`src/verilog/l1d_pkg.sv`:
```
`default_nettype none

package l1d_pkg;

  // ====================
  // Address split and widths
  // ====================
  localparam int ADDR_W         = 32;
  localparam int WORD_W         = 32;
  localparam int TAG_W          = 22;
  localparam int INDEX_W        = 6;
  localparam int OFFSET_W       = 4;
  localparam int LINES          = 64;
  localparam int LINE_W         = 128;
  localparam int LINE_BYTES     = 16;
  localparam int WORDS_PER_LINE = 4;

  typedef logic [ADDR_W-1:0]     addr_t;
  typedef logic [WORD_W-1:0]     word_t;
  typedef logic [TAG_W-1:0]      tag_t;
  typedef logic [INDEX_W-1:0]    index_t;
  typedef logic [OFFSET_W-1:0]   offset_t;
  typedef logic [LINE_W-1:0]     line_t;
  typedef logic [LINE_BYTES-1:0] byte_en_t;  // One bit per byte, active high
  typedef logic [2:0]            access_t;

  // Access types on core_type and D_type
  localparam access_t ACC_BYTE   = 3'd0;
  localparam access_t ACC_HALF   = 3'd1;
  localparam access_t ACC_WORD   = 3'd2;
  localparam access_t ACC_BYTE_U = 3'd4;
  localparam access_t ACC_HALF_U = 3'd5;

  typedef enum logic [2:0] {
    st_idle,
    st_check_read,
    st_refill,       // Four word beats from memory
    st_install,
    st_check_write,
    st_write_mem     // Write-through beat
  } ctrl_state_t;

endpackage

`default_nettype wire
```
`src/verilog/l1d_ctrl.sv`:
```
`timescale 1ns/10ps
`default_nettype none

module l1d_ctrl (
  input  logic                clk,
  input  logic                rst,
  input  logic                core_req,
  input  logic                core_write,
  input  l1d_pkg::addr_t      core_addr,
  input  l1d_pkg::word_t      core_in,
  input  l1d_pkg::access_t    core_type,
  output l1d_pkg::word_t      core_out,
  output logic                core_wait,
  output logic                D_req,
  output logic                D_write,
  output l1d_pkg::addr_t      D_addr,
  output l1d_pkg::word_t      D_in,
  output l1d_pkg::access_t    D_type,
  input  l1d_pkg::word_t      D_out,
  input  logic                D_wait,
  output l1d_pkg::index_t     index,
  output logic                array_rd,
  input  logic                valid,
  output logic                valid_set,
  input  l1d_pkg::tag_t       tag_rd,
  output logic                tag_wr,
  output l1d_pkg::tag_t       tag_wd,
  input  l1d_pkg::line_t      line_rd,
  output l1d_pkg::byte_en_t   line_wr_en,
  output l1d_pkg::line_t      line_wd,
  output l1d_pkg::offset_t    st_offset,
  output l1d_pkg::access_t    st_type,
  output l1d_pkg::word_t      st_data,
  input  l1d_pkg::line_t      store_line,
  input  l1d_pkg::byte_en_t   store_en
);
  import l1d_pkg::*;

  ctrl_state_t state;
  ctrl_state_t state_nx;
  addr_t       req_addr;
  word_t       req_data;
  access_t     req_type;
  tag_t        req_tag;
  index_t      req_index;
  offset_t     req_offset;
  logic [1:0]  word_sel;
  logic [1:0]  beat;          // Refill beat number
  line_t       refill_line;
  logic        hit;
  logic        wr_hit;        // High on first write_mem cycle of a hit
  logic        beat_done;
  logic        take_req;

  assign take_req   = (state == st_idle) && core_req;
  assign req_tag    = req_addr[ADDR_W-1 -: TAG_W];
  assign req_index  = req_addr[OFFSET_W +: INDEX_W];
  assign req_offset = req_addr[OFFSET_W-1:0];
  assign word_sel   = req_offset[3:2];
  assign hit        = valid && (tag_rd == req_tag);
  assign beat_done  = D_req && !D_wait;

  // ====================
  // State machine
  // ====================
  always_ff @(posedge clk or posedge rst)
  begin
    if (rst)
      state <= st_idle;
    else
      state <= state_nx;
  end

  always_comb
  begin
    state_nx = state;
    case (state)
      st_idle:
      begin
        if (core_req)
          state_nx = core_write ? st_check_write : st_check_read;
      end
      st_check_read:  state_nx = hit ? st_idle : st_refill;
      st_refill:
      begin
        if (beat_done && beat == 2'd3)
          state_nx = st_install;
      end
      st_install:     state_nx = st_idle;
      st_check_write: state_nx = st_write_mem;
      st_write_mem:
      begin
        if (beat_done)
          state_nx = st_idle;
      end
      default:        state_nx = st_idle;
    endcase
  end

  // ====================
  // Request and refill data
  // ====================
  always_ff @(posedge clk)
  begin
    if (take_req)
    begin
      req_addr <= core_addr;
      req_data <= core_in;
      req_type <= core_type;
    end
  end

  always_ff @(posedge clk)
  begin
    if (state == st_refill && beat_done)
      refill_line[{beat, 5'd0} +: WORD_W] <= D_out;
  end

  always_ff @(posedge clk or posedge rst)
  begin
    if (rst)
    begin
      beat     <= 2'd0;
      wr_hit   <= 1'b0;
      core_out <= '0;
    end
    else
    begin
      if (state == st_refill && beat_done)
        beat <= beat + 2'd1;   // Wraps to 0 after the last beat
      wr_hit <= (state == st_check_write) && hit;
      if (state == st_check_read && hit)
        core_out <= line_rd[{word_sel, 5'd0} +: WORD_W];
      else if (state == st_install)
        core_out <= refill_line[{word_sel, 5'd0} +: WORD_W];
    end
  end

  // Core and memory side
  assign core_wait = (state != st_idle);
  assign D_req     = (state == st_refill) || (state == st_write_mem);
  assign D_write   = (state == st_write_mem);
  assign D_addr    = D_write ? req_addr : {req_tag, req_index, beat, 2'b00};
  assign D_in      = req_data;
  assign D_type    = D_write ? req_type : ACC_WORD;

  // Arrays, valid flags and store path
  assign index     = take_req ? core_addr[OFFSET_W +: INDEX_W] : req_index;
  assign array_rd  = take_req;
  assign valid_set = (state == st_install);
  assign tag_wr    = (state == st_install);
  assign tag_wd    = req_tag;
  assign line_wd   = (state == st_install) ? refill_line : store_line;

  always_comb
  begin
    if (state == st_install)
      line_wr_en = {LINE_BYTES{1'b1}};
    else if (wr_hit)
      line_wr_en = store_en;
    else
      line_wr_en = {LINE_BYTES{1'b0}};
  end

  assign st_offset = req_offset;
  assign st_type   = req_type;
  assign st_data   = req_data;

endmodule

`default_nettype wire

```
`config.mk`:
```
export PLATFORM = sky130hd
export DESIGN_NAME = l1d_ctrl
export DESIGN_NICKNAME = d
export VERILOG_FILES = /design/src/verilog/l1d_pkg.sv /design/src/verilog/l1d_ctrl.sv
export SDC_FILE = /design/constraint.sdc
export NUM_CORES = 1
export LEC_CHECK = 0
export ABC_AREA = 1
export ABC_CLOCK_PERIOD_IN_PS = 4100
export BUFFER_PORTS_ARGS = -buffer_cell sky130_fd_sc_hd__buf_4
export CAP_MARGIN = 20
export CORE_AREA = 2 2 282 284
export DETAILED_ROUTE_END_ITERATION = 16
export DIE_AREA = 0 0 284 286
export SYNTH_ARGS = -nofsm -noshare
export SYNTH_HDL_FRONTEND = slang
export SYNTH_SLANG_ARGS = --single-unit
```
`constraint.sdc`:
```
create_clock -name clk -period 4.1 [get_ports clk]
set_input_delay 0 -clock clk [delete_from_list [all_inputs] [get_ports clk]]
set_output_delay 0 -clock clk [all_outputs]
set_load 0.005 [all_outputs]
```
# Word-level counts from Yosys, hierarchy flattened
# Cells that the tools add are included.
# W data, S select, Z words.
# op_classes
bitwise_logic,0
n_eq_ne,10
reduce_logical,13
shift,4
mul,0
order_cmp,0
addsub,2
div,0
muxes,15
# op_table
op,n
$shiftx A128 B8 Y32,2
$bwmux W128,1
$mux W128,1
$shift A32 B9 Y128 const A,1
$shiftx A32 B9 Y128,1
$mux W32,2
$mux W16,2
$eq A22 B22 Y1,1
$mux W3,5
$pmux W3 S5,1
$neg A7 Y9,1
$logic_and A1 B1 Y1,7
$eq A3 B2 Y1 const B,2
$eq A3 B3 Y1 const B,2
$mux W6,1
$mux W4,1
$ne A2 B2 Y1 const B,2
$eq A3 B1 Y1 const B,1
$logic_not A3 Y1,1
$reduce_and A3 Y1,1
$reduce_bool A3 Y1,1
$add A2 B1 Y2 const B,1
$eq A2 B2 Y1 const B,1
$mux W2,1
4 further kinds,4
# totals
n_memories,0
regBits,233
word_cells,52
out_inout_bits,316
romBits,0
latchBits,0
inputBits,399
ramBits,0

# Longest topological paths before layout
# logic_depth
ltp_word,6
depth_mapped,17
depth_no_buf,15

# Least setup slack after synthesis
# Ideal clock, no wire load.
# synth_timing
path_type,register to register
start,register state[2]
end,register refill_line[0] (enable)
path_slack_ps,1173
path_stages_with_launch,7
setup_ps,421
period_less_slack_ps,2927
arrival_ps,2506
n_path_buf,2
required_time_ps,3679
path_cell_list,dfrtp_1 clkbuf_1 inv_1 nand2_1 or2_2 clkbuf_1 nor2_1
# synth_between
elab_chain_len,4
elab_cells_between_ends,5
cone_classes,eq/ne: 2; reduce/logical: 3
# synth_lines
item,line_no,text
start: declaration,l1d_ctrl.sv:39,ctrl_state_t state;
start signal: assignment,l1d_ctrl.sv:69,state <= st_idle;
start signal: assignment,l1d_ctrl.sv:71,state <= state_nx;
$eq A3 B2 Y1 or $eq A3 B3 Y1 (tied branches),"l1d_ctrl.sv:115, l1d_ctrl.sv:141",
$logic_or A1 B1 Y1,l1d_ctrl.sv:141,assign D_req = (state == st_refill) || (state == st_write_mem);
$logic_and A1 B1 Y1,l1d_ctrl.sv:61,assign beat_done = D_req && !D_wait;
$logic_and A1 B1 Y1 (*),l1d_ctrl.sv:115,if (state == st_refill && beat_done)
end signal: indexed assignment,l1d_ctrl.sv:116,"refill_line[{beat, 5'd0} +: WORD_W] <= D_out;"
end: declaration,l1d_ctrl.sv:49,line_t refill_line;
# Mark *: on every way between the ends. The rest lies on a longest branch, timed or not.
# A chain may end at the register's enable or synchronous reset.

# Worst setup path after layout
# layout_timing
start,register req_addr[14]
end,register core_out[20]
# layout_between
elab_chain_len,4
elab_cells_between_ends,5
cone_classes,eq/ne: 1; mux: 1; reduce/logical: 3
# layout_lines
item,line_no,text
start: declaration,l1d_ctrl.sv:41,addr_t req_addr;
start signal: assignment,l1d_ctrl.sv:107,req_addr <= core_addr;
$eq A22 B22 Y1 (*),l1d_ctrl.sv:60,assign hit = valid && (tag_rd == req_tag);
$logic_and A1 B1 Y1 (*),l1d_ctrl.sv:60,
$logic_and A1 B1 Y1 (*),l1d_ctrl.sv:132,if (state == st_check_read && hit)
$mux W32 or $reduce_bool A2 Y1 (tied branches),--,
end signal: assignment,l1d_ctrl.sv:133,"core_out <= line_rd[{word_sel, 5'd0} +: WORD_W];"
end signal: assignment,l1d_ctrl.sv:135,"core_out <= refill_line[{word_sel, 5'd0} +: WORD_W];"
end: declaration,l1d_ctrl.sv:12,"output l1d_pkg::word_t core_out,"
# Marked as above.

==> flow_summary_export.csv <==
group,metric,value,unit
synth,synthCells,1954,
setup_path,crit_path_end_kind,"flop",
timing,rsz0062_at_grt,"false",
placed_design,place_area,20200,µm²
timing,finalCritPeriodShare,0.931,
setup_path,crit_chain,"nand2_1, inv_1, nor2_1, nor2_1, nand2_1, nor2_1, nand2_1, nor2_4, nand2_2, nand2_1, nand3_1, nand3_1, dlygate4sd3_1, nand3_1, dlygate4sd3_1, nand2_1",
synth,syn-mean-instance-area,7.25,µm²
route,vias,16400,
timing,hold_slack,0.141,ns
route,viasPerCell,4.26,
grt,track_usage,0.202,
finish,utilization,0.297,
timing,tns,0,ns
setup_path,crit_type,"flop to flop",
route,drt-initial-drc-count,1642,
setup_path,cp-start-kind,"flop",
placed_design,port_buffers,714,
clock_network,cts_tree,"done",
hold_path,hold_class,"input pin to flop",
finish,layoutNonFillerInstCount,3854,
grt,grt_max_degree,135,
finish,drive_gt1_frac,0.290,
setup_path,crit_arrival,4.28,ns
finish,final_common_cell,"buf_4",
route,wire_per_inst,22.5,µm
route,drc,0,
timing,tightest_slew,1.07,ns
finish,fin_area,23300,µm²
timing,maxSlewViolCount,0,
clock_network,clk_path_buf_depth,3,
floorplan,die_w,284,µm
synth,syn_nets,2358,
synth,ys_top_cells_by_area,"edfxtp_1, nand2_1, nand3_1, inv_1, dfrtp_1",
clock_network,insertion_delay,0.57,ns
timing,hold_viol_final,0,
timing,clock_skew,0.0178,ns
clock_network,clockRootBuffer,"clkbuf_16",
pwr,power_density,464,nW/µm²
finish,syn_to_final_growth,64.3,%
floorplan,row_count,103,
synth,synth_cell_type_count,30,
setup_path,path_buf_inv,3,
route,postRouteAntennaNets,0,
synth,yosysTopAreaCell,"edfxtp_1",
grt,grt_pass1_vias,15500,
clock_network,htreeDepth,1,
grt,grt_pass1_wl,118000,µm
grt,gr-total-overflow,0,
timing,fmax,262,MHz
clock_network,cts-buffers-inserted,29,
floorplan,die_h,286,µm
timing,period_needed,3.82,ns
floorplan,ios,715,
synth,seq_area_frac_synth,0.480,
pwr,vdd_drop_max,0.000347,V
run_status,status,"finished, final reports clean",
run,cap_violations,0,
floorplan,core_region_area,78400,µm²
clock_network,clock_sinks,233,
placed_design,place.gp.congestion,1.00,
setup_path,cp_max_fo,44,
setup_path,path_common_cell,"nand2_1",
pwr,p_leak,11.7,nW
route,firstDrtPassIters,9,
route,wl,86700,µm
placed_design,dpl.cell_count,3581,
floorplan,initial_utilization,0.181,
setup_path,cp_top_family,"simple AND/OR/NAND/NOR gates",
setup_path,cp_slowest_stage_delay,0.68,ns
synth,netlist_area,14200,µm²
placed_design,dpl.hpwl,68800,µm
setup_path,slowest_stage,"nand2_2",
setup_path,critPathRequiredTime,4.57,ns
finish,mostFrequentLayoutCells,"buf_4, nand2_1, inv_1, nand3_1, dlygate4sd3_1",
grt,antenna_found_initial,25,
floorplan,dieArea,81200,µm²
clock_network,clk_pin_slew,0.06,ns
finish,nets,3176,
timing,finalSetupViolCount,0,
synth,ys_ff_latch,233,
synth,yosysTopAreaCellShare,0.413,
synth,synth_warnings,0,
timing,maxSlewHeadroom,0.290,
## cell type report
class | count | area (µm²)
fill | 8615 | 55100
timing repair buffer | 953 | 7710
sequential | 233 | 6810
multi-input combinational | 1286 | 5500
tap | 1050 | 1310
inverter | 269 | 1010
clock buffer | 38 | 769
clock inverter | 15 | 134
antenna | 10 | 25.0
## cell usage after synthesis (all sizes together)
master / count
nand2: 731
inv: 267
nand3: 253
edfxtp: 195
nor2: 151
o21ai: 102
buf: 91
clkbuf: 76
dfrtp: 38
nor3: 19
nand3b: 12
ha: 5
nand4: 3
clkinv: 2
nor4: 2
or2: 2
a211oi: 1
o221ai: 1
o31ai: 1
xnor2: 1
xor2: 1
## sequential cells by signal, indices dropped and copies added (netlist names)
signal       cells
core_out        32
req_addr        32
D_in            32
refill_line    128
beat             2
state            3
wr_hit           1
st_type          3
## per-stage QoR
stage                     power, mW  setup slack [ns]
final                          10.8             0.281
after global routing           11.3            0.0825
after CTS                      10.8            0.0172
after detailed placement       7.97              1.09
after global placement         7.94              1.10
after floorplan                5.40              1.17
## worst paths after layout
kind | startpoint | end | slack, ns | cells past startpoint
setup / recovery | req_addr[14] | core_out[20] | 0.28 | 16
hold / removal | line_rd[94] | core_out[30] | 0.14 | 9
setup reg to reg | req_addr[14] | core_out[20] | 0.28 | 16
hold reg to reg | core_out[1] | core_out[1] | 0.48 | 2
max in group asynchronous | rst | beat[0] | 3.46 | 4
min in group asynchronous | rst | core_out[8] | 0.18 | 4
## metal layers
metal | wire [µm] | global-route usage | part of all wire | vias up
li1 | - | - | - | 7722
met1 | 42500 | 0.314 | 0.49 | 7791
met2 | 35500 | 0.282 | 0.41 | 788
met3 | 7180 | 0.0453 | 0.083 | 92
met4 | 1380 | 0.0383 | 0.016 | 18
met5 | 111 | 0 | 0.0013 | -
## power by group
| part | leakage, nW | internal, mW | switching (mW) | total [mW] |
|---|---|---|---|---|
| Sequential | 2.28 | 3.15 | 0.351 | 3.50 |
| Clock | 0.438 | 1.44 | 1.11 | 2.55 |
| Combinational | 8.99 | 1.94 | 2.80 | 4.74 |
| Total | 11.7 | 6.54 | 4.26 | 10.8 |
## repair_timing
action | 4_1_cts | 5_1_grt
hold endpoints to repair | 269 | 0
endpoints found under the setup margin | 0 | 21
hold buffers | 205 | 0
gates resized for setup | 0 | 2
buffers inserted | 0 | 4
## kinds of logic after synthesis
group                      count (synthesis)  share of synthesized area
buffers and inverters                    436                      0.135
DFF                                      233                      0.480
AOI/OAI and AO/OA                        105                     0.0377
xor gates and xnor gates                   2                    0.00124
and+or+nand+nor                         1173                      0.341
adders and majority gates                  5                    0.00442
## worst register-to-register path, cell delays in order (launching register included)
cell and delay (ns):
edfxtp_1 0.49, nand2_1 0.10, inv_1 0.04, nor2_1 0.20, nor2_1 0.07, nand2_1 0.06
nor2_1 0.06, nand2_1 0.10, nor2_4 0.04, nand2_2 0.68, nand2_1 0.38, nand3_1 0.16
nand3_1 0.08, dlygate4sd3_1 0.59, nand3_1 0.06, dlygate4sd3_1 0.56, nand2_1 0.05
(Power assumes the default switching activity.)
