===== src/verilog/l1d_pkg.sv =====
`default_nettype none

package l1d_pkg;

  // ====================
  // Address split and widths
  // ====================
  localparam int ADDR_W         = 32;
  localparam int WORD_W         = 32;
  localparam int TAG_W          = 22;
  localparam int INDEX_W        = 6;
  localparam int OFFSET_W       = 4;
  localparam int LINES          = 64;
  localparam int LINE_W         = 128;
  localparam int LINE_BYTES     = 16;
  localparam int WORDS_PER_LINE = 4;

  typedef logic [ADDR_W-1:0]     addr_t;
  typedef logic [WORD_W-1:0]     word_t;
  typedef logic [TAG_W-1:0]      tag_t;
  typedef logic [INDEX_W-1:0]    index_t;
  typedef logic [OFFSET_W-1:0]   offset_t;
  typedef logic [LINE_W-1:0]     line_t;
  typedef logic [LINE_BYTES-1:0] byte_en_t;  // One bit per byte, active high
  typedef logic [2:0]            access_t;

  // Access types on core_type and D_type
  localparam access_t ACC_BYTE   = 3'd0;
  localparam access_t ACC_HALF   = 3'd1;
  localparam access_t ACC_WORD   = 3'd2;
  localparam access_t ACC_BYTE_U = 3'd4;
  localparam access_t ACC_HALF_U = 3'd5;

  typedef enum logic [2:0] {
    st_idle,
    st_check_read,
    st_refill,       // Four word beats from memory
    st_install,
    st_check_write,
    st_write_mem     // Write-through beat
  } ctrl_state_t;

endpackage

`default_nettype wire

===== src/verilog/l1d_valid_bits.sv =====
`timescale 1ns/10ps
`default_nettype none

module l1d_valid_bits (
  input  logic              clk,
  input  logic              rst,
  input  l1d_pkg::index_t   index,
  input  logic              valid_set,
  output logic              valid
);
  import l1d_pkg::*;

  logic [LINES-1:0] flags;

  // Read registered to line up with the arrays
  always_ff @(posedge clk or posedge rst)
  begin
    if (rst)
    begin
      flags <= '0;
      valid <= 1'b0;
    end
    else
    begin
      if (valid_set)
        flags[index] <= 1'b1;
      valid <= flags[index];
    end
  end

endmodule

`default_nettype wire


===== config.mk =====
export PLATFORM = sky130hd
export DESIGN_NAME = l1d_valid_bits
export DESIGN_NICKNAME = d
export VERILOG_FILES = /design/src/verilog/l1d_pkg.sv /design/src/verilog/l1d_valid_bits.sv
export SDC_FILE = /design/constraint.sdc
export NUM_CORES = 1
export LEC_CHECK = 0
export BUFFER_PORTS_ARGS = -buffer_cell sky130_fd_sc_hd__clkbuf_2
export CAP_MARGIN = 15
export CORE_ASPECT_RATIO = 1.75
export CORE_MARGIN = 10
export CORE_UTILIZATION = 50
export CTS_CLUSTER_DIAMETER = 150
export DETAILED_ROUTE_END_ITERATION = 16
export GPL_TIMING_DRIVEN = 0
export PLACE_DENSITY_LB_ADDON = 0.25
export SLEW_MARGIN = 20
export SYNTH_ARGS = -nofsm -noshare
export SYNTH_HDL_FRONTEND = slang
export SYNTH_SLANG_ARGS = --single-unit

===== constraint.sdc =====
create_clock -name clk -period 1.8 [get_ports clk]
set_input_delay 0.18 -clock clk [delete_from_list [all_inputs] [get_ports clk]]
set_output_delay 0.18 -clock clk [all_outputs]
set_load 0.03 [all_outputs]

# Yosys cells after proc, flatten, opt, wreduce, memory -nomap -nowiden
# Cells that the tools add are included.
[word_totals]
in_bits = 9
out_inout_bits = 1
wordCells = 10
regBits = 65
[classes]
bitwise_logic = 1
n_mux = 4
order_cmp = 2
n_reduce_logical = 1
[ops]
columns = ["cell", "n"]
rows = [
  ["$or 64x64->64", 1],
  ["$lt 6x7->1 const B", 1],
  ["$bmux 1 s6", 1],
  ["$demux 1 s6", 1],
  ["$ge 6x1->1 const B", 1],
  ["$mux 1", 2],
  ["$logic_and 1x1->1", 1],
]

# Logic depth before layout (Yosys ltp)
# Gate-level depths: netlist of run 1.
[logic_depth]
word_depth = 5
ltp_mapped = 7
depth_no_buf = 5

# Worst setup path after synthesis of run 1
# No wires, ideal clock.
[synth_timing]
path_kind = "input port to flip-flop"
startpoint = "in index[0]"
endpoint = "reg valid"
arrival_ps = 1414
setup_ps = 122
stages = 6
path_slack_ps = 265
required_ps = 1678
path_cell_list = "buf_4 -> buf_2 -> mux2i_1 -> nor2_1 -> or3_1 -> a32o_1"
[synth_via]
elab_chain_len = 2
[synth_rtl]
columns = ["item", "line", "source"]
rows = [
  ["start: declaration", "l1d_valid_bits.sv:7", "input l1d_pkg::index_t index,"],
  ["$bmux 1 s6", "l1d_valid_bits.sv:27", "valid <= flags[index];"],
  ["$mux 1 (not written as such)", "l1d_valid_bits.sv:27", ""],
  ["end signal: assignment", "l1d_valid_bits.sv:27", ""],
  ["end: declaration", "l1d_valid_bits.sv:9", "output logic valid"],
]
# No other way between the ends. The select of a mux whose other input is x is not followed.
# A chain may end at the register's enable or synchronous reset.

# Worst setup path after layout of run 1
[layout_timing]
startpoint = "reg flags[53]"
endpoint = "reg valid"
[layout_via]
elab_chain_len = 2
[layout_rtl]
columns = ["item", "line", "source"]
rows = [
  ["start: declaration", "l1d_valid_bits.sv:13", "logic [LINES-1:0] flags;"],
  ["start signal: assignment", "l1d_valid_bits.sv:20", "flags <= '0;"],
  ["start signal: indexed assignment", "l1d_valid_bits.sv:26", "flags[index] <= 1'b1;"],
  ["$bmux 1 s6", "l1d_valid_bits.sv:27", ""],
  ["$mux 1 (not written as such)", "l1d_valid_bits.sv:27", ""],
]
# No other way between the ends. The select of a mux whose other input is x is not followed.

==> flow_metrics.py, run 1 <==
metrics = {
    "run_status": {
        "status": "completed",
    },
    "logic_synthesis": {
        "synthAdderAreaFrac_pct": 0,
        "synthCells": 215,
        "synth-simple-area-share_pct": 8.05,
        "yosys.area_share.xor_xnor_pct": 0,
        "ys_seq_area_share_pct": 57.2,
        "yosys_warnings": 0,
        "netlist_area_um2": 2840,
        "synth-compound-area-share_pct": 20.3,
        "syn-num-nets": 224,
        "synth-seq-cells": 65,
        "synth_mux_area_share_pct": 12.3,
        "synth_cell_types": 33,
        "synth_top_family_by_area": "compound AO/OA/AOI/OAI gates",
        "avgSynthCellArea_um2": 13.2,
    },
    "job": {
        "maxCapViolCount": 0,
    },
    "min_path": {
        "hp-class": "primary input to flop",
        "min_to": "flags[37]$_DFFE_PP0P_",
        "hold_start": "index[4]",
        "holdPathStages": 4,
    },
    "placed_design": {
        "dp_hpwl_um": 4310,
        "place_area_um2": 3000,
        "gpl.final_weighted_congestion": 0.788,
        "io_buffers": 7,
    },
    "setup_path": {
        "r2r_end": "valid$_DFF_PP0_",
        "worstPathArrival_ns": 1.89,
        "reg2reg_slack_ns": 0.14,
        "crit_type": "flop to flop",
        "reg2regPathDepth": 4,
        "path_max_fanout": 2,
        "critical_path_required_ns": 2.03,
        "cp-end-kind": "flop",
        "r2r-start": "flags[53]$_DFFE_PP0P_",
        "startpoint_type": "flop",
    },
    "clock_network": {
        "cts_root_buf": "clkbuf_8",
        "clkSinkCount": 65,
        "htreeDepth": 3,
        "clk_pin_slew_ns": 0.07,
        "cts_buffer_depth": 2,
        "clkLatencyLatePin_ns": 0.35,
        "numCtsBuffers": 9,
        "postCtsSetupBuffers": 0,
        "tritoncts": "built",
    },
    "detailed_routing": {
        "via_per_inst": 5.72,
        "route.detailed.drc": 0,
        "antenna_left": 0,
        "drt-total-wl_um": 5930,
        "drt-pass1-iter-count": 4,
        "vias": 1807,
        "drt-wirelength-per-cell_um": 18.8,
        "drt-initial-drc-count": 161,
    },
    "floorplan": {
        "die_h_um": 120,
        "io_pins": 10,
        "start_util_pct": 51.3,
        "core_um2": 5540,
        "die-area_um2": 9220,
        "fp.dieW_um": 77,
        "rows": 36,
    },
    "sta": {
        "tightest_slew_ns": 0.663,
        "min_period_ns": 1.66,
        "setup_viol": 0,
        "fmax_mhz": 603,
        "grt_setup_unrepaired": "false",
        "worst_hold_slack_ns": 0.300,
        "hold_viol": 0,
        "fin_skew_ns": 0.00576,
        "max_slew_margin_pct": 55.7,
        "period_share_pct": 92.1,
        "slew_violations": 0,
    },
    "cells_and_area": {
        "drive_above_1_share_pct": 20.0,
        "fin_nets": 244,
        "fillers": 478,
        "multi_input_area_um2": 1160,
        "area_delta_synth_final_pct": 11.9,
        "diodes": 0,
        "final_area_um2": 3180,
        "seqCellArea_um2": 1630,
    },
    "grt": {
        "grt_pass1_vias": 1973,
        "grt_overflow": 0,
        "grt_util_all_layers_pct": 14.4,
        "grt_pass1_wl_um": 10300,
        "grt_max_degree": 37,
        "antenna_found_initial": 0,
    },
    "power_and_ir_drop": {
        "powerDensity_nw_per_um2": 1110,
        "p_leak_nw": 1.53,
        "vdd.ir_drop.worst_mv": 0.629,
        "finalPower_w": 0.00352,
    },
}
[through the flow]
stage	util, %	TNS (ns)	cells	setup slack (ns)
after global placement	53.7	-0.222	298	-0.222
after detailed placement	54.1	-0.234	299	-0.234
after floorplan	-	0	215	0.265
after CTS	57.4	0	316	0.125
final	57.4	0	316	0.143
after global routing	57.4	0	316	0.0555
[critical path: stages (launching register included)]
cell and delay [ns]:
dfrtp_1 0.38, mux4_2 0.46, a22oi_1 0.25, nand3b_1 0.15, a32o_1 0.30
[how the worst max path moves through the flow]
stage	start	endpoint	slack, ns	cells past startpoint
5_1_grt	flags[53]$_DFFE_PP0P_	valid$_DFF_PP0_	0.06	4
2_1_floorplan	index[0]	valid$_DFF_PP0_	0.26	6
3_3_place_gp	index[2]	valid$_DFF_PP0_	-0.22	6
4_1_cts	index[2]	valid$_DFF_PP0_	0.13	6
6_report	flags[53]$_DFFE_PP0P_	valid$_DFF_PP0_	0.14	4
3_5_place_dp	index[2]	valid$_DFF_PP0_	-0.23	6
[sequential cells by signal, summed over array words and instances (netlist names)]
register,cells
flags,64
valid,1
[routing by layer]
| metal | wire, µm | part of all wire [%] | vias up | GRT usage, % |
|---|---|---|---|---|
| met1 | 2440 | 41 | 911 | 16.6 |
| met5 | 0 | 0 | - | 0 |
| met3 | 188 | 3.2 | 18 | 3.66 |
| li1 | - | - | 847 | - |
| met2 | 3110 | 52 | 31 | 23.5 |
| met4 | 195 | 3.3 | 0 | 8.94 |
[logic make-up (layout without fill, tap and decap cells)]
family / Yosys count / after routing
compound gates: 78 / 78
flops: 65 / 65
simple gates: 38 / 38
mux: 21 / 21
buf+inv: 13 / 38
[layout by cell type, fill, tap and decap left out, types with 6 or more instances in the layout]
| master | instances |
|---|---|
| clkbuf_1 | 6 |
| nand2_1 | 8 |
| nor2_1 | 7 |
| dfrtp_1 | 65 |
| clkbuf_2 | 8 |
| buf_2 | 6 |
| a21o_1 | 32 |
| mux4_2 | 11 |
| clkbuf_8 | 11 |
| mux2i_1 | 9 |
| o21bai_1 | 32 |
[layout make-up]
class                   count  area share (%)
plain buffers              12            1.81
inverters                   1           0.236
multi-input cells         137            36.3
clock inverters             3           0.472
clock buffers              13            4.99
repair buffers              9            2.04
flip-flops and latches     65            51.1
well taps                  76            2.99
[Yosys cell counts]
| master | n | area share, % |
|---|---|---|
| nor3_2 | 2 | 0.70 |
| and2_1 | 2 | 0.44 |
| nor2_1 | 7 | 0.92 |
| o311ai_0 | 1 | 0.31 |
| mux4_2 | 11 | 8.7 |
| buf_2 | 6 | 1.1 |
| o22ai_1 | 3 | 0.66 |
| inv_1 | 1 | 0.13 |
| o211ai_1 | 2 | 0.53 |
| dfrtp_1 | 65 | 57 |
| clkbuf_1 | 5 | 0.66 |
| mux2i_1 | 9 | 3.2 |
| nand2_1 | 8 | 1.1 |
| nand4_1 | 1 | 0.22 |
| a21o_1 | 32 | 8.5 |
| nand4b_1 | 3 | 0.92 |
| o21bai_1 | 32 | 8.5 |
| a22oi_1 | 4 | 1.1 |
| nor3_1 | 1 | 0.18 |
| a21oi_1 | 3 | 0.53 |
| and3_1 | 1 | 0.22 |
| or3_1 | 2 | 0.44 |
| a32o_1 | 1 | 0.35 |
| and2_0 | 1 | 0.22 |
| buf_4 | 1 | 0.26 |
| nand2b_1 | 1 | 0.22 |
| or2_1 | 1 | 0.22 |
| or4b_1 | 1 | 0.35 |
| nand3_1 | 2 | 0.35 |
| nand3b_1 | 1 | 0.26 |
| mux2_1 | 1 | 0.40 |
| nor3b_2 | 2 | 0.88 |
| or2_2 | 2 | 0.44 |
[report_power, final]
part	switching, W	internal, W	total [W]
clock network	0.000532	0.000568	0.00110
registers	0.000138	0.00174	0.00188
logic	0.000234	0.000308	0.000543
[repair_timing]
item / 4_1_cts / 5_1_grt
gates resized for setup: 0 / 2
hold buffers: 1 / 0
setup endpoints to repair: 0 / 1
endpoints found under the hold margin: 29 / 0
Power figures use the tool's default switching activity.
==> inputs of run 2 (changes only) <==
- CORE_UTILIZATION: 50 -> 35
==> run 2 against run 1 <==
- non-clock buffer count unchanged
- largest cell class unchanged
- worst hold slack better by 0.016 ns
- via count grew 0.66%
- critical path type unchanged
- clock power is 82% higher
- worst setup slack got worse by 0.034 ns
- first-iteration DRC count is 52% lower
- die area increased by 33%
==> flow_metrics.py, run 2 (same netlist as run 1, synthesis figures left out) <==
metrics = {
    "sta": {
        "slew_violations": 0,
        "period_share_pct": 94.0,
        "max_slew_margin_pct": 52.0,
        "min_period_ns": 1.69,
        "grt_setup_unrepaired": "false",
        "worst_hold_slack_ns": 0.315,
        "fin_skew_ns": 0.00550,
        "setup_viol": 0,
        "setup_slack_ns": 0.109,
        "tightest_slew_ns": 0.718,
        "hold_viol": 0,
        "fmax_mhz": 591,
    },
    "power_and_ir_drop": {
        "powerDensity_nw_per_um2": 1310,
        "power.share.clock_pct": 45.3,
        "p_sw_w": 0.000992,
        "pwr-share-seq_pct": 42.4,
        "p_leak_nw": 1.61,
        "swShare_pct": 22.4,
        "vdd.ir_drop.worst_mv": 0.541,
        "power.share.combinational_pct": 12.3,
        "internal_power_w": 0.00343,
    },
    "cells_and_area": {
        "diodes": 0,
        "largest_register_ffs": 64,
        "most-common-layout-cells": "dfrtp_1 (65), a21o_1 (32), o21bai_1 (32)",
        "drive_above_1_share_pct": 20.8,
        "final_cells": 330,
        "largestRegisters": "flags x64, valid x1",
        "final_common_cell": "dfrtp_1",
        "area_delta_synth_final_pct": 18.5,
        "top_register": "flags",
        "fin_nets": 244,
    },
    "detailed_routing": {
        "drt-total-wl_um": 6310,
        "drt-initial-drc-count": 77,
        "via_per_inst": 5.51,
        "vias": 1819,
        "drt-wirelength-per-cell_um": 19.1,
        "antenna_left": 0,
        "drt-pass1-iter-count": 4,
        "route.detailed.drc": 0,
    },
    "setup_path": {
        "worstPathCellList": "mux4_2 -> a22oi_1 -> nand3b_1 -> a32o_1",
        "crit_type": "flop to flop",
        "reg2reg_slack_ns": 0.11,
        "reg2regPathDepth": 4,
        "cp-end-kind": "flop",
        "r2r_end": "valid$_DFF_PP0_",
        "slowest_stage": "mux4_2",
        "startpoint_type": "flop",
        "worstSetupStartpoint": "flags[53]$_DFFE_PP0P_",
        "max_stage_delay_ns": 0.47,
        "path_max_fanout": 2,
        "critical_path_required_ns": 2.00,
        "worstPathArrival_ns": 1.90,
        "r2r-start": "flags[53]$_DFFE_PP0P_",
    },
    "floorplan": {
        "die_h_um": 139,
        "start_util_pct": 35.9,
        "fp.dieW_um": 88.1,
        "rows": 43,
        "die-area_um2": 12300,
        "io_pins": 10,
        "core_um2": 7910,
    },
    "grt": {
        "grt_pass1_vias": 1900,
        "grt_overflow": 0,
        "grt_pass1_wl_um": 10400,
        "grt_max_degree": 35,
        "grt_util_all_layers_pct": 11.2,
        "antenna_found_initial": 0,
    },
    "min_path": {
        "holdPathStages": 3,
        "hold_start": "index[3]",
        "hp-class": "primary input to flop",
        "min_to": "flags[61]$_DFFE_PP0P_",
    },
    "clock_network": {
        "clk_pin_slew_ns": 0.06,
        "clkLatencyLatePin_ns": 0.33,
        "clkSinkCount": 65,
        "htreeDepth": 3,
        "postCtsSetupBuffers": 0,
        "tritoncts": "built",
        "cts_buffer_depth": 2,
        "numCtsBuffers": 9,
        "cts_root_buf": "clkbuf_16",
    },
    "run_status": {
        "status": "completed",
    },
    "placed_design": {
        "dp_worst_setup_slack_ns": -0.351,
        "io_buffers": 7,
        "gpl.final_weighted_congestion": 0.775,
        "dp_hpwl_um": 4670,
        "dpl.cell_count": 313,
    },
    "job": {
        "maxCapViolCount": 0,
    },
}
run 2: changes by cell type in the layout (fill, tap and decap cells not counted), sizes merged:
cell    delta
clkbuf     -3
bufinv     +3
run 2: per-stage QoR:
step	setup TNS (ns)	power, W	cell area, µm²	utilization [%]
final	0	0.00442	3370	42.6
after global routing	0	0.00460	3370	42.6
after CTS	0	0.00447	3370	42.6
after detailed placement	-0.351	0.00245	3010	38.1
after global placement	-0.344	0.00242	2990	37.9
after floorplan	0	0.00230	2850	-
run 2: critical path, delay by kind of cell, from the launching register on:
family           cells  cell delay, ns
AO/OA/AOI/OAI        2            0.56
multiplexers         1            0.47
flip-flops           1            0.38
AND/OR/NAND/NOR      1            0.16
run 2: per-layer routing:
layer	GRT usage, %	share of wire [%]	vias to the layer above
met3	3.10	2.6	11
met2	18.6	54	22
met1	12.8	41	943
met5	0	0	-
li1	-	-	843
met4	4.98	2.0	0
run 2: layout make-up:
cell class              count  area, µm²
plain buffers              12       57.6
clock buffers              10        239
clock inverters             6        105
fillers                   740       4540
inverters                   1       7.51
multi-input cells         137       1160
flip-flops and latches     65       1630
well taps                  90        113
repair buffers              9       65.1
run 2: how the worst max path moves through the flow:
stage | end | slack (ns) | cells after the start
final | valid$_DFF_PP0_ | 0.11 | 4
after global routing | valid$_DFF_PP0_ | 0.05 | 4
after CTS | valid$_DFF_PP0_ | 0.08 | 4
after detailed placement | valid$_DFF_PP0_ | -0.35 | 6
after global placement | valid$_DFF_PP0_ | -0.34 | 6
after floorplan | valid$_DFF_PP0_ | 0.26 | 6
run 2: power by group through the flow:
stage	registers [W]	clock network (W)	logic, W
2_1_floorplan	0.00186	0	0.000438
3_3_place_gp	0.00189	0	0.000536
3_5_place_dp	0.00190	0	0.000554
4_1_cts	0.00187	0.00204	0.000557
5_1_grt	0.00191	0.00209	0.000603
6_report	0.00187	0.00200	0.000546
run 2: repair_timing:
item,CTS,global route
setup endpoints to repair,1,0
gates resized for setup,1,0
hold buffers,1,0
endpoints found under the hold margin,31,0
