`src/verilog/l1d_pkg.sv`:
```
`default_nettype none

package l1d_pkg;

  // ====================
  // Address split and widths
  // ====================
  localparam int ADDR_W         = 32;
  localparam int WORD_W         = 32;
  localparam int TAG_W          = 22;
  localparam int INDEX_W        = 6;
  localparam int OFFSET_W       = 4;
  localparam int LINES          = 64;
  localparam int LINE_W         = 128;
  localparam int LINE_BYTES     = 16;
  localparam int WORDS_PER_LINE = 4;

  typedef logic [ADDR_W-1:0]     addr_t;
  typedef logic [WORD_W-1:0]     word_t;
  typedef logic [TAG_W-1:0]      tag_t;
  typedef logic [INDEX_W-1:0]    index_t;
  typedef logic [OFFSET_W-1:0]   offset_t;
  typedef logic [LINE_W-1:0]     line_t;
  typedef logic [LINE_BYTES-1:0] byte_en_t;  // One bit per byte, active high
  typedef logic [2:0]            access_t;

  // Access types on core_type and D_type
  localparam access_t ACC_BYTE   = 3'd0;
  localparam access_t ACC_HALF   = 3'd1;
  localparam access_t ACC_WORD   = 3'd2;
  localparam access_t ACC_BYTE_U = 3'd4;
  localparam access_t ACC_HALF_U = 3'd5;

  typedef enum logic [2:0] {
    st_idle,
    st_check_read,
    st_refill,       // Four word beats from memory
    st_install,
    st_check_write,
    st_write_mem     // Write-through beat
  } ctrl_state_t;

endpackage

`default_nettype wire
```
`src/verilog/l1d_store_align.sv`:
```
`timescale 1ns/10ps
`default_nettype none

module l1d_store_align (
  input  l1d_pkg::offset_t  st_offset,
  input  l1d_pkg::access_t  st_type,
  input  l1d_pkg::word_t    st_data,
  output l1d_pkg::line_t    store_line,
  output l1d_pkg::byte_en_t store_en
);
  import l1d_pkg::*;

  word_t      lane_data;
  logic [3:0] lane_en;    // Byte enables inside one word

  always_comb
  begin
    case (st_type)
      ACC_BYTE, ACC_BYTE_U:
      begin
        lane_data = {4{st_data[7:0]}};
        lane_en   = 4'b0001 << st_offset[1:0];
      end
      ACC_HALF, ACC_HALF_U:
      begin
        lane_data = {2{st_data[15:0]}};
        lane_en   = st_offset[1] ? 4'b1100 : 4'b0011;
      end
      ACC_WORD:
      begin
        lane_data = st_data;
        lane_en   = 4'b1111;
      end
      default:
      begin
        lane_data = st_data;
        lane_en   = 4'b0000;  // Unknown type writes nothing
      end
    endcase
  end

  // Data copied to every word, enables pick the lane
  assign store_line = {WORDS_PER_LINE{lane_data}};
  assign store_en   = byte_en_t'(lane_en) << {st_offset[3:2], 2'b00};

endmodule

`default_nettype wire

```
`config.mk`:
```
export PLATFORM = sky130hd
export DESIGN_NAME = l1d_store_align
export DESIGN_NICKNAME = d
export VERILOG_FILES = /design/src/verilog/l1d_pkg.sv /design/src/verilog/l1d_store_align.sv
export SDC_FILE = /design/constraint.sdc
export NUM_CORES = 1
export LEC_CHECK = 0
export BUFFER_PORTS_ARGS = -buffer_cell sky130_fd_sc_hd__clkbuf_2
export CELL_PAD_IN_SITES_DETAIL_PLACEMENT = 1
export CELL_PAD_IN_SITES_GLOBAL_PLACEMENT = 1
export CORE_ASPECT_RATIO = 0.6
export CORE_MARGIN = 2
export CORE_UTILIZATION = 19
export DETAILED_ROUTE_END_ITERATION = 10
export GPL_ROUTABILITY_DRIVEN = 0
export MAX_ROUTING_LAYER = met4
export PLACE_DENSITY_LB_ADDON = 0.1
export SLEW_MARGIN = 15
export SYNTH_ARGS = -nofsm -noshare
export SYNTH_HDL_FRONTEND = slang
export SYNTH_SLANG_ARGS = --single-unit
```
`constraint.sdc`:
```
create_clock -name vclk -period 1.4
set_input_delay 0.21 -clock vclk [all_inputs]
set_output_delay 0.21 -clock vclk [all_outputs]
set_load 0.01 [all_outputs]
```
# [After elaboration in Yosys (flattened, before gate mapping)]
# Cells that the tools add are included.
# Widths: inputs -> output; s select.
[classes] eq_ne=4 n_shift=2 n_mux=3 n_reduce_logical=3
[ops] op="$pmux 32 s2" n=1
[ops] op="$shl 4x4->16" n=1
[ops] op="$pmux 4 s3" n=1
[ops] op="$eq 3x3->1 const B" n=2
[ops] op="$mux 4" n=1
[ops] op="$reduce_or 2->1" n=2
[ops] op="$shl 1x2->4 const A" n=1
[ops] op="$eq 3x1->1 const B" n=1
[ops] op="$eq 3x2->1 const B" n=1
[ops] op="$logic_not 3->1" n=1
[word_totals] regBits=0 inputBits=39 output_inout_bits=144 wordCells=12

# [Logic depth before layout (Yosys ltp)]
# Gate-level depths: netlist (run 1).
[depth] depth_word=4 depth_mapped=5 ltp_nobuf=3

# [Worst setup path before layout (run 1)]
# Ideal clock, no wire load.
[synth_path] path_kind="input-to-output" from="input port st_type[1]" to="output port store_line[120]" arrival_time_ns=1.201 required_time_ns=1.190 path_slack_ns=-0.011 path_stages=4 path_buffers=3 cell_sequence="buf_4 -> buf_2 -> o21ai_0 -> buf_4"
[synth_between] elab_chain_len=3 elab_cells_between_ends=7 classes_between="eq/ne: 3; mux: 1; reduce/logical: 3"
[synth_lines] element="start: declaration" line_no="l1d_store_align.sv:6" rtl="input l1d_pkg::access_t st_type,"
[synth_lines] element="$eq 3x1->1, or another cell as far along" line_no="l1d_store_align.sv:18" rtl="case (st_type)"
[synth_lines] element="$reduce_or 2->1" line_no="l1d_store_align.sv:18"
[synth_lines] element="$pmux 32 s2 *" line_no="l1d_store_align.sv:18"
[synth_lines] element="end: declaration" line_no="l1d_store_align.sv:8" rtl="output l1d_pkg::line_t store_line,"
# Mark *: on every way between the ends. The rest lies on a longest branch, timed or not.

# [Worst setup path in the final report (run 1)]
[layout_path] from="input port st_type[0]" to="output port store_en[3]"
[layout_between] elab_chain_len=4 elab_cells_between_ends=9 classes_between="eq/ne: 4; shift: 1; mux: 1; reduce/logical: 3"
[layout_lines] element="$eq 3x1->1, or another cell as far along" line_no="l1d_store_align.sv:18"
[layout_lines] element="$reduce_or 2->1" line_no="l1d_store_align.sv:18"
[layout_lines] element="$pmux 4 s3 *" line_no="l1d_store_align.sv:18"
[layout_lines] element="$shl 4x4->16 *" line_no="l1d_store_align.sv:44" rtl="assign store_en = byte_en_t'(lane_en) << {st_offset[3:2], 2'b00};"
[layout_lines] element="end: declaration" line_no="l1d_store_align.sv:9" rtl="output l1d_pkg::byte_en_t store_en"
# Marked as above.

==> impl_metrics.csv, run 1 <==
group,metric,value,unit
critical_path,path_delay_family,"simple AND/OR/NAND/NOR gates",
critical_path,timing.critical_path.buf_inv,3,
sta,rsz0062_at_grt,"yes",
critical_path,worstPathCellList,"buf_8 > buf_6 > nor3b_4 > a21oi_2 > nor3_1 > buf_2",
critical_path,endpoint_kind,"primary output",
sta,fmax,739.3,MHz
cts,holdBufCountCts,0,
floorplanning,io_pins,183,
sta,finalMaxSlewViolations,0,
detailed_routing,avgRoutedWirePerCell,11.01,um
critical_path,cp.arrival,1.14,ns
finish,antenna_cells,0,
sta,hold_ws,0.6823,ns
power_and_ir_drop,power,0.0007459,W
power_and_ir_drop,ir_worst_vdd,0.1132,mV
synth,yosysWarnings,0,
critical_path,cp_slowest_cell,"nor3b_4",
detailed_routing,dr.pass1.iters,2,
job,maxCapViolCount,0,
global_route,antenna_found_initial,0,
floorplanning,rows,23,
finish,final_nets,303,
synth,synth_cell_type_count,15,
placed_design,io_buffers,183,
critical_path,path_class,"in -> out",
finish,drive_above_1_share,83.97,%
critical_path,slowest_delay,0.28,ns
synth,synthCells,177,
finish,seq_cells,0,
synth,syn_area,1294,um2
synth,synthTopCellsByArea,"buf_4 61%, mux2_2 14%, mux2i_1 6.2%, nor2_1 3.8%, o21ai_0 3.1%",
finish,area_delta_synth_final,30.66,%
critical_path,crit_cells,6,
global_route,grt_max_degree,15,
floorplanning,core_area,6619,um2
floorplanning,die-width,110.5,um
sta,timing.final.crit_share,96.61,%
detailed_routing,vias_per_cell,3.711,
power_and_ir_drop,power_density,441.3,nW/um2
detailed_routing,ant_nets,0,
critical_path,critPathLaunchType,"primary input",
critical_path,crit_required,1.19,ns
placed_design,dpl.cell_count,348,
floorplanning,die_y,67.92,um
floorplanning,dieArea,7507,um2
critical_path,worstPathMaxFanout,4,
sta,tightest_slew,0.2994,ns
synth,seq_area_frac_synth,0,%
global_route,grt_use_total,8.792,%
worst_hold_path,hold_class,"in -> out",
global_route,grt_pass1_vias,1087,
detailed_routing,drtIter0Drc,22,
finish,regArea,0,um2
outcome,status,"complete, no violations",
finish,n_clock_buffer,0,
synth,syn_nets,216,
sta,slew_headroom,79.91,%
synth,synth_most_common_cell,"buf_4",
finish,fin_cells,349,
sta,finalHoldViolations,0,
detailed_routing,drt-total-wl,3844,um
sta,finalSetupTns,0,ns
floorplanning,start_util,19.55,%
sta,finalSetupViolCount,0,
worst_hold_path,hold_path_depth,2,
detailed_routing,vias,1295,
finish,final_util,25.54,%
global_route,grt_first_pass_wirelength,5464,um
synth,yosysTopAreaCell,"buf_4",
placed_design,dpl.hpwl,3439,um
sta,min_period,1.353,ns
power_and_ir_drop,p_leak,1.057,nW
detailed_routing,drc,0,
synth,synth_top_area_share,60.93,%
global_route,grt_overflow_total,0,
synth,synthTopCellsByCount,"105 x buf_4, 16 x mux2_2, 13 x nor2_1",
synth,synth.avg_cell_area,7.309,um2
==> routing by layer <==
layer,part of all wire (%),GRT usage (%),vias to the layer above
met5,0,-,-
met4,0,0,0
met3,8.2,1.151,0
met2,52,16.26,80
met1,40,11.15,576
li1,-,-,639
==> area by class of cell <==
type | instances | area, um2
Fill cell | 856 | 4928
Timing Repair Buffer | 193 | 1040
Multi-Input combinational cell | 69 | 541.8
Tap cell | 87 | 108.9
==> cell usage in the layout (no fill, tap or decap), types with 2 or more instances in the layout <==
cell / count
clkbuf_2: 179
nor2_1: 13
mux2_2: 9
nand2_1: 9
mux2i_1: 8
mux2_4: 7
buf_4: 6
o21ai_1: 4
a21oi_2: 4
o21ai_2: 3
nand2b_1: 3
nor3_1: 3
buf_6: 3
buf_2: 2
buf_12: 2
==> final timing paths <==
kind | start | endpoint | slack [ns]
worst max-delay path | st_type[0] | store_en[3] | 0.05
worst min-delay path | st_data[2] | store_line[98] | 0.68
==> logic make-up (layout without fill, tap and decap cells) <==
group	count (synthesis)	after routing	synth area share (%)
AO/OA/AOI/OAI	12	12	4.642
AND/OR/NAND/NOR	33	33	12.67
multiplexers	24	24	20.12
buffers and inverters	108	193	62.57
==> power by group <==
part,internal [W],switching (W)
clock,0,0
combinational,0.000335,0.000411
sequential,0,0
==> metrics by stage <==
step | area [um2] | setup WS, ns
after floorplan | 1294 | -0.01092
after global placement | 1602 | -0.09478
after detailed placement | 1602 | -0.09484
after CTS | 1617 | -0.04904
after global routing | 1690 | -0.05502
final | 1690 | 0.04741
==> timing repair <==
item	in CTS	in global routing
endpoints found under the setup margin	88	95
pin swaps	0	3
resized for setup	7	26
buffers inserted	0	1
No activity file was read; power rests on OpenSTA's default activity.
==> run 2: changes to the inputs <==
ABC_AREA = 1   (was not set)
CAP_MARGIN = 30   (was not set)
CORE_ASPECT_RATIO = 0.9   (was 0.6)
==> run 2 against run 1 <==
Setup slack better by 0.042 ns. Global-route usage is 2.2 points higher. Flip-flop and latch count stayed put. Critical path depth is 2 higher. Cell count is 19% higher. Power is 4.1% higher. Utilization is 0.36 points lower.
==> impl_metrics.csv, run 2 <==
group,metric,value,unit
power_and_ir_drop,switchingPower,0.0004560,W
finish,layout_common_cells,"180 x clkbuf_2, 63 x nand2_1, 19 x nor2_1",
global_route,grt_pass1_vias,1412,
floorplanning,dieArea,8031,um2
critical_path,crit_required,1.19,ns
sta,finalSetupViolCount,0,
synth,synth.avg_cell_area,6.055,um2
critical_path,path_class,"in -> out",
global_route,grt_first_pass_wirelength,7100,um
detailed_routing,drt-total-wl,4791,um
synth,yosysWarnings,0,
sta,timing.final.crit_share,93.63,%
global_route,antenna_found_initial,0,
job,maxCapViolCount,0,
critical_path,cp.arrival,1.10,ns
synth,synth_most_common_cell,"buf_4",
floorplanning,rows,29,
sta,rsz0062_at_grt,"no",
critical_path,endpoint_kind,"primary output",
sta,slew_headroom,84.82,%
finish,regArea,0,um2
detailed_routing,avgRoutedWirePerCell,11.57,um
sta,tightest_slew,0.2271,ns
sta,fmax,762.9,MHz
detailed_routing,drtIter0Drc,18,
synth,synthTopCellsByArea,"buf_4 56%, nand2_1 18%, nor2_1 5.1%, nand3_2 4.3%, nor2_8 2.9%",
placed_design,dpl.hpwl,4323,um
synth,yosysTopAreaCell,"buf_4",
synth,synth_cell_type_count,14,
power_and_ir_drop,p_seq_share,0,%
floorplanning,core_area,7076,um2
floorplanning,die-width,94.24,um
finish,seq_cells,0,
power_and_ir_drop,power,0.0007766,W
floorplanning,start_util,19.68,%
finish,mostFrequentLayoutCell,"clkbuf_2",
worst_hold_path,hold_class,"in -> out",
floorplanning,die_y,85.22,um
sta,min_period,1.311,ns
finish,n_clock_buffer,0,
detailed_routing,drc,0,
power_and_ir_drop,p_leak,1.225,nW
synth,synthCells,230,
sta,finalHoldViolations,0,
global_route,grt_use_total,10.99,%
global_route,grt_overflow_total,0,
finish,antenna_cells,0,
global_route,grt_max_degree,15,
finish,area_delta_synth_final,27.94,%
synth,syn_area,1393,um2
placed_design,io_buffers,183,
floorplanning,io_pins,183,
critical_path,critPathLaunchType,"primary input",
power_and_ir_drop,power_frac_comb,100.0,%
power_and_ir_drop,p_clk_share,0,%
power_and_ir_drop,ir_worst_vdd,0.1195,mV
finish,final_util,25.18,%
synth,synth_top_area_share,56.06,%
power_and_ir_drop,power_density,435.9,nW/um2
power_and_ir_drop,netSwitchingFraction,58.72,%
synth,syn_nets,269,
detailed_routing,ant_nets,0,
power_and_ir_drop,p_int,0.0003206,W
sta,finalMaxSlewViolations,0,
detailed_routing,vias_per_cell,3.739,
synth,synthTopCellsByCount,"104 x buf_4, 65 x nand2_1, 19 x nor2_1",
detailed_routing,vias,1548,
finish,drive_above_1_share,66.67,%
synth,seq_area_frac_synth,0,%
cts,holdBufCountCts,0,
outcome,status,"complete, no violations",
detailed_routing,dr.pass1.iters,3,
finish,n_fill_cell,990,
critical_path,worstPathMaxFanout,11,
finish,final_nets,362,
run 2: layer usage:
| layer | track usage, % | routed length (um) | vias to the layer above |
|---|---|---|---|
| li1 | - | - | 784 |
| met1 | 14.69 | 2079 | 666 |
| met2 | 19.48 | 2327 | 98 |
| met3 | 0.6217 | 385 | 0 |
| met4 | 0 | 0 | 0 |
| met5 | - | 0 | - |
run 2: layout make-up:
| cell class | count | area [um2] | share of cell area, % |
|---|---|---|---|
| multi-input combinational | 110 | 541.8 | 30.41 |
| inverter | 11 | 46.29 | 2.598 |
| tap | 93 | 116.4 | 6.531 |
| timing repair buffer | 200 | 1077 | 60.46 |
run 2: final timing paths:
check | from | to | cells past startpoint
worst min-delay path | st_data[2] | store_line[98] | 2
worst max-delay path | st_type[1] | store_en[8] | 8
run 2: worst max-delay path, stage by stage:
cell      delay [ns]
buf_6           0.14
buf_12          0.15
inv_4           0.07
nand3_2         0.11
nand3_2         0.11
nand2_1         0.07
nor2_1          0.10
clkbuf_2        0.14
run 2: logic make-up (layout without fill, tap and decap cells):
| group | after synthesis | count (layout) | share of synthesized area (%) |
|---|---|---|---|
| and+or+nand+nor | 99 | 100 | 33.24 |
| buffers and inverters | 121 | 211 | 62.80 |
| AOI/OAI and AO/OA | 10 | 10 | 3.953 |
run 2: what timing repair did:
| action | in CTS | in global routing |
|---|---|---|
| setup buffers | 0 | 0 |
| endpoints found under the setup margin | 108 | 85 |
| gates cloned | 0 | 1 |
| resized for setup | 2 | 11 |
| pin swaps | 0 | 3 |
run 2: power by group through the flow:
stage | Clock, W | Combinational (W) | Sequential [W]
after floorplan | 0 | 0.000646 | 0
after global placement | 0 | 0.000775 | 0
after detailed placement | 0 | 0.000775 | 0
after CTS | 0 | 0.000780 | 0
after global routing | 0 | 0.000858 | 0
final | 0 | 0.000777 | 0
run 2: stage by stage:
stage               hold slack (ns)  TNS (ns)  worst slack [ns]  instances  area (um2)
global route                 0.6950         0          0.001679        414        1782
finish                       0.6761         0           0.08917        414        1782
floorplan                    0.5118  -0.04919         -0.008198        230        1393
CTS                          0.6830         0           0.01007        413        1743
detailed placement           0.6825    -6.852          -0.09517        413        1737
global placement             0.6778    -3.750          -0.06447        413        1737
==> run 3: changes to the inputs <==
CORE_MARGIN = not set   (was 2)
==> run 3 against run 2 <==
Largest cell class unchanged. Non-clock buffer count down 7. Worst hold slack worse by 0.0036 ns. Critical endpoint is now store_en[1]. Flip-flop and latch count unchanged.
==> impl_metrics.csv, run 3 (synthesized netlist as in run 2, its figures left out) <==
group,metric,value,unit
outcome,status,"complete, no violations",
detailed_routing,drtIter0Drc,24,
global_route,grt_first_pass_wirelength,6969,um
global_route,grt_pass1_vias,1437,
finish,multi_input_area,544.3,um2
sta,min_period,1.311,ns
global_route,grt_use_total,11.35,%
power_and_ir_drop,ir_worst_vdd,0.1465,mV
placed_design,dpl.hpwl,4095,um
detailed_routing,m1WireLength,2009,um
critical_path,endpoint_kind,"primary output",
finish,drive_above_1_share,66.24,%
cts,cts_setup_buffers,0,
placed_design,io_buffers,183,
global_route,grt_max_degree,15,
finish,fin_cells,407,
job,maxCapViolCount,0,
critical_path,slowest_delay,0.19,ns
sta,finalHoldViolations,0,
finish,regArea,0,um2
floorplanning,io_pins,183,
finish,n_clock_buffer,0,
power_and_ir_drop,power_density,439.2,nW/um2
critical_path,cp.arrival,1.10,ns
global_route,antenna_found_initial,0,
cts,holdBufCountCts,0,
sta,fmax,763.0,MHz
floorplanning,core_area,7076,um2
sta,timing.final.crit_share,93.62,%
critical_path,crit_path_frequent_cell,"nand3_2",
critical_path,cp_slowest_cell,"clkbuf_4",
sta,finalSetupViolCount,0,
sta,finalMaxSlewViolations,0,
floorplanning,die_y,83.22,um
critical_path,worstPathCellList,"clkbuf_4 > buf_4 > nand3_2 > nand3_2 > nand2_1 > nor2_1 > clkbuf_2",
finish,layout_common_cells,"179 x clkbuf_2, 63 x nand2_1, 18 x nor2_1",
detailed_routing,vias,1547,
global_route,grt_overflow_total,0,
finish,mostFrequentLayoutCell,"clkbuf_2",
floorplanning,rows,29,
power_and_ir_drop,power_frac_comb,100.0,%
power_and_ir_drop,p_leak,1.182,nW
detailed_routing,dr_wl_met2,2276,um
power_and_ir_drop,switchingPower,0.0004521,W
detailed_routing,avgRoutedWirePerCell,11.26,um
power_and_ir_drop,netSwitchingFraction,60.09,%
detailed_routing,drt-total-wl,4584,um
floorplanning,start_util,19.68,%
sta,finalSetupTns,0,ns
critical_path,worstPathMaxFanout,5,
detailed_routing,vias_per_cell,3.801,
sta,slew_headroom,75.90,%
worst_hold_path,hold_class,"in -> out",
sta,hold_ws,0.6725,ns
finish,seq_cells,0,
detailed_routing,wl_met3,298,um
floorplanning,die-width,92.24,um
critical_path,path_class,"in -> out",
detailed_routing,ant_nets,0,
detailed_routing,dr.pass1.iters,3,
finish,antenna_cells,0,
finish,area_delta_synth_final,23.00,%
floorplanning,dieArea,7676,um2
sta,rsz0062_at_grt,"no",
power_and_ir_drop,p_seq_share,0,%
placed_design,dpl.cell_count,406,
finish,n_fill_cell,981,
critical_path,path_delay_family,"buffers and inverters",
sta,tightest_slew,0.3577,ns
critical_path,crit_required,1.19,ns
power_and_ir_drop,p_int,0.0003002,W
critical_path,timing.critical_path.buf_inv,3,
finish,final_nets,355,
power_and_ir_drop,p_clk_share,0,%
critical_path,critPathLaunchType,"primary input",
detailed_routing,top_layer,"met3",
detailed_routing,drc,0,
==> run 3: layout make-up <==
type                       count  area share [%]
tap                           93           6.793
timing repair buffer         193           58.58
multi-input combinational    110           31.78
inverter                      11           2.849
==> run 3: per-layer routing <==
metal | vias up | track usage [%]
met3 | 0 | 0.4579
met2 | 99 | 21.30
met4 | 0 | 0
met1 | 679 | 14.20
met5 | - | -
li1 | 769 | -
==> run 3: power by group through the flow <==
stage	clock network (W)	logic [W]	registers, W
2_1_floorplan	0	0.000646	0
3_3_place_gp	0	0.000750	0
3_5_place_dp	0	0.000752	0
4_1_cts	0	0.000755	0
5_1_grt	0	0.000829	0
6_report	0	0.000752	0
==> run 3: timing repair <==
| item | 4_1_cts | 5_1_grt |
|---|---|---|
| resized for setup | 2 | 13 |
| endpoints found under the hold margin | 0 | 0 |
| endpoints found under the setup margin | 26 | 45 |
| pin swaps | 1 | 4 |
| cloned | 0 | 1 |
==> run 3: path summary, 6_finish.rpt <==
| check | end | from | cells after the start |
|---|---|---|---|
| worst max-delay path | store_en[1] | st_type[0] | 7 |
| worst min-delay path | store_line[35] | st_data[3] | 2 |
==> run 3: through the flow <==
stage          total power (W)  util (%)  setup slack, ns  cell area [um2]
2_1_floorplan        0.0006464         -        -0.008198             1393
3_3_place_gp         0.0007505     23.63         -0.05156             1672
3_5_place_dp         0.0007518     23.63         -0.07909             1672
4_1_cts              0.0007554     23.66         0.003433             1674
5_1_grt              0.0008294     24.21         0.001397             1713
6_report             0.0007523     24.21          0.08933             1713
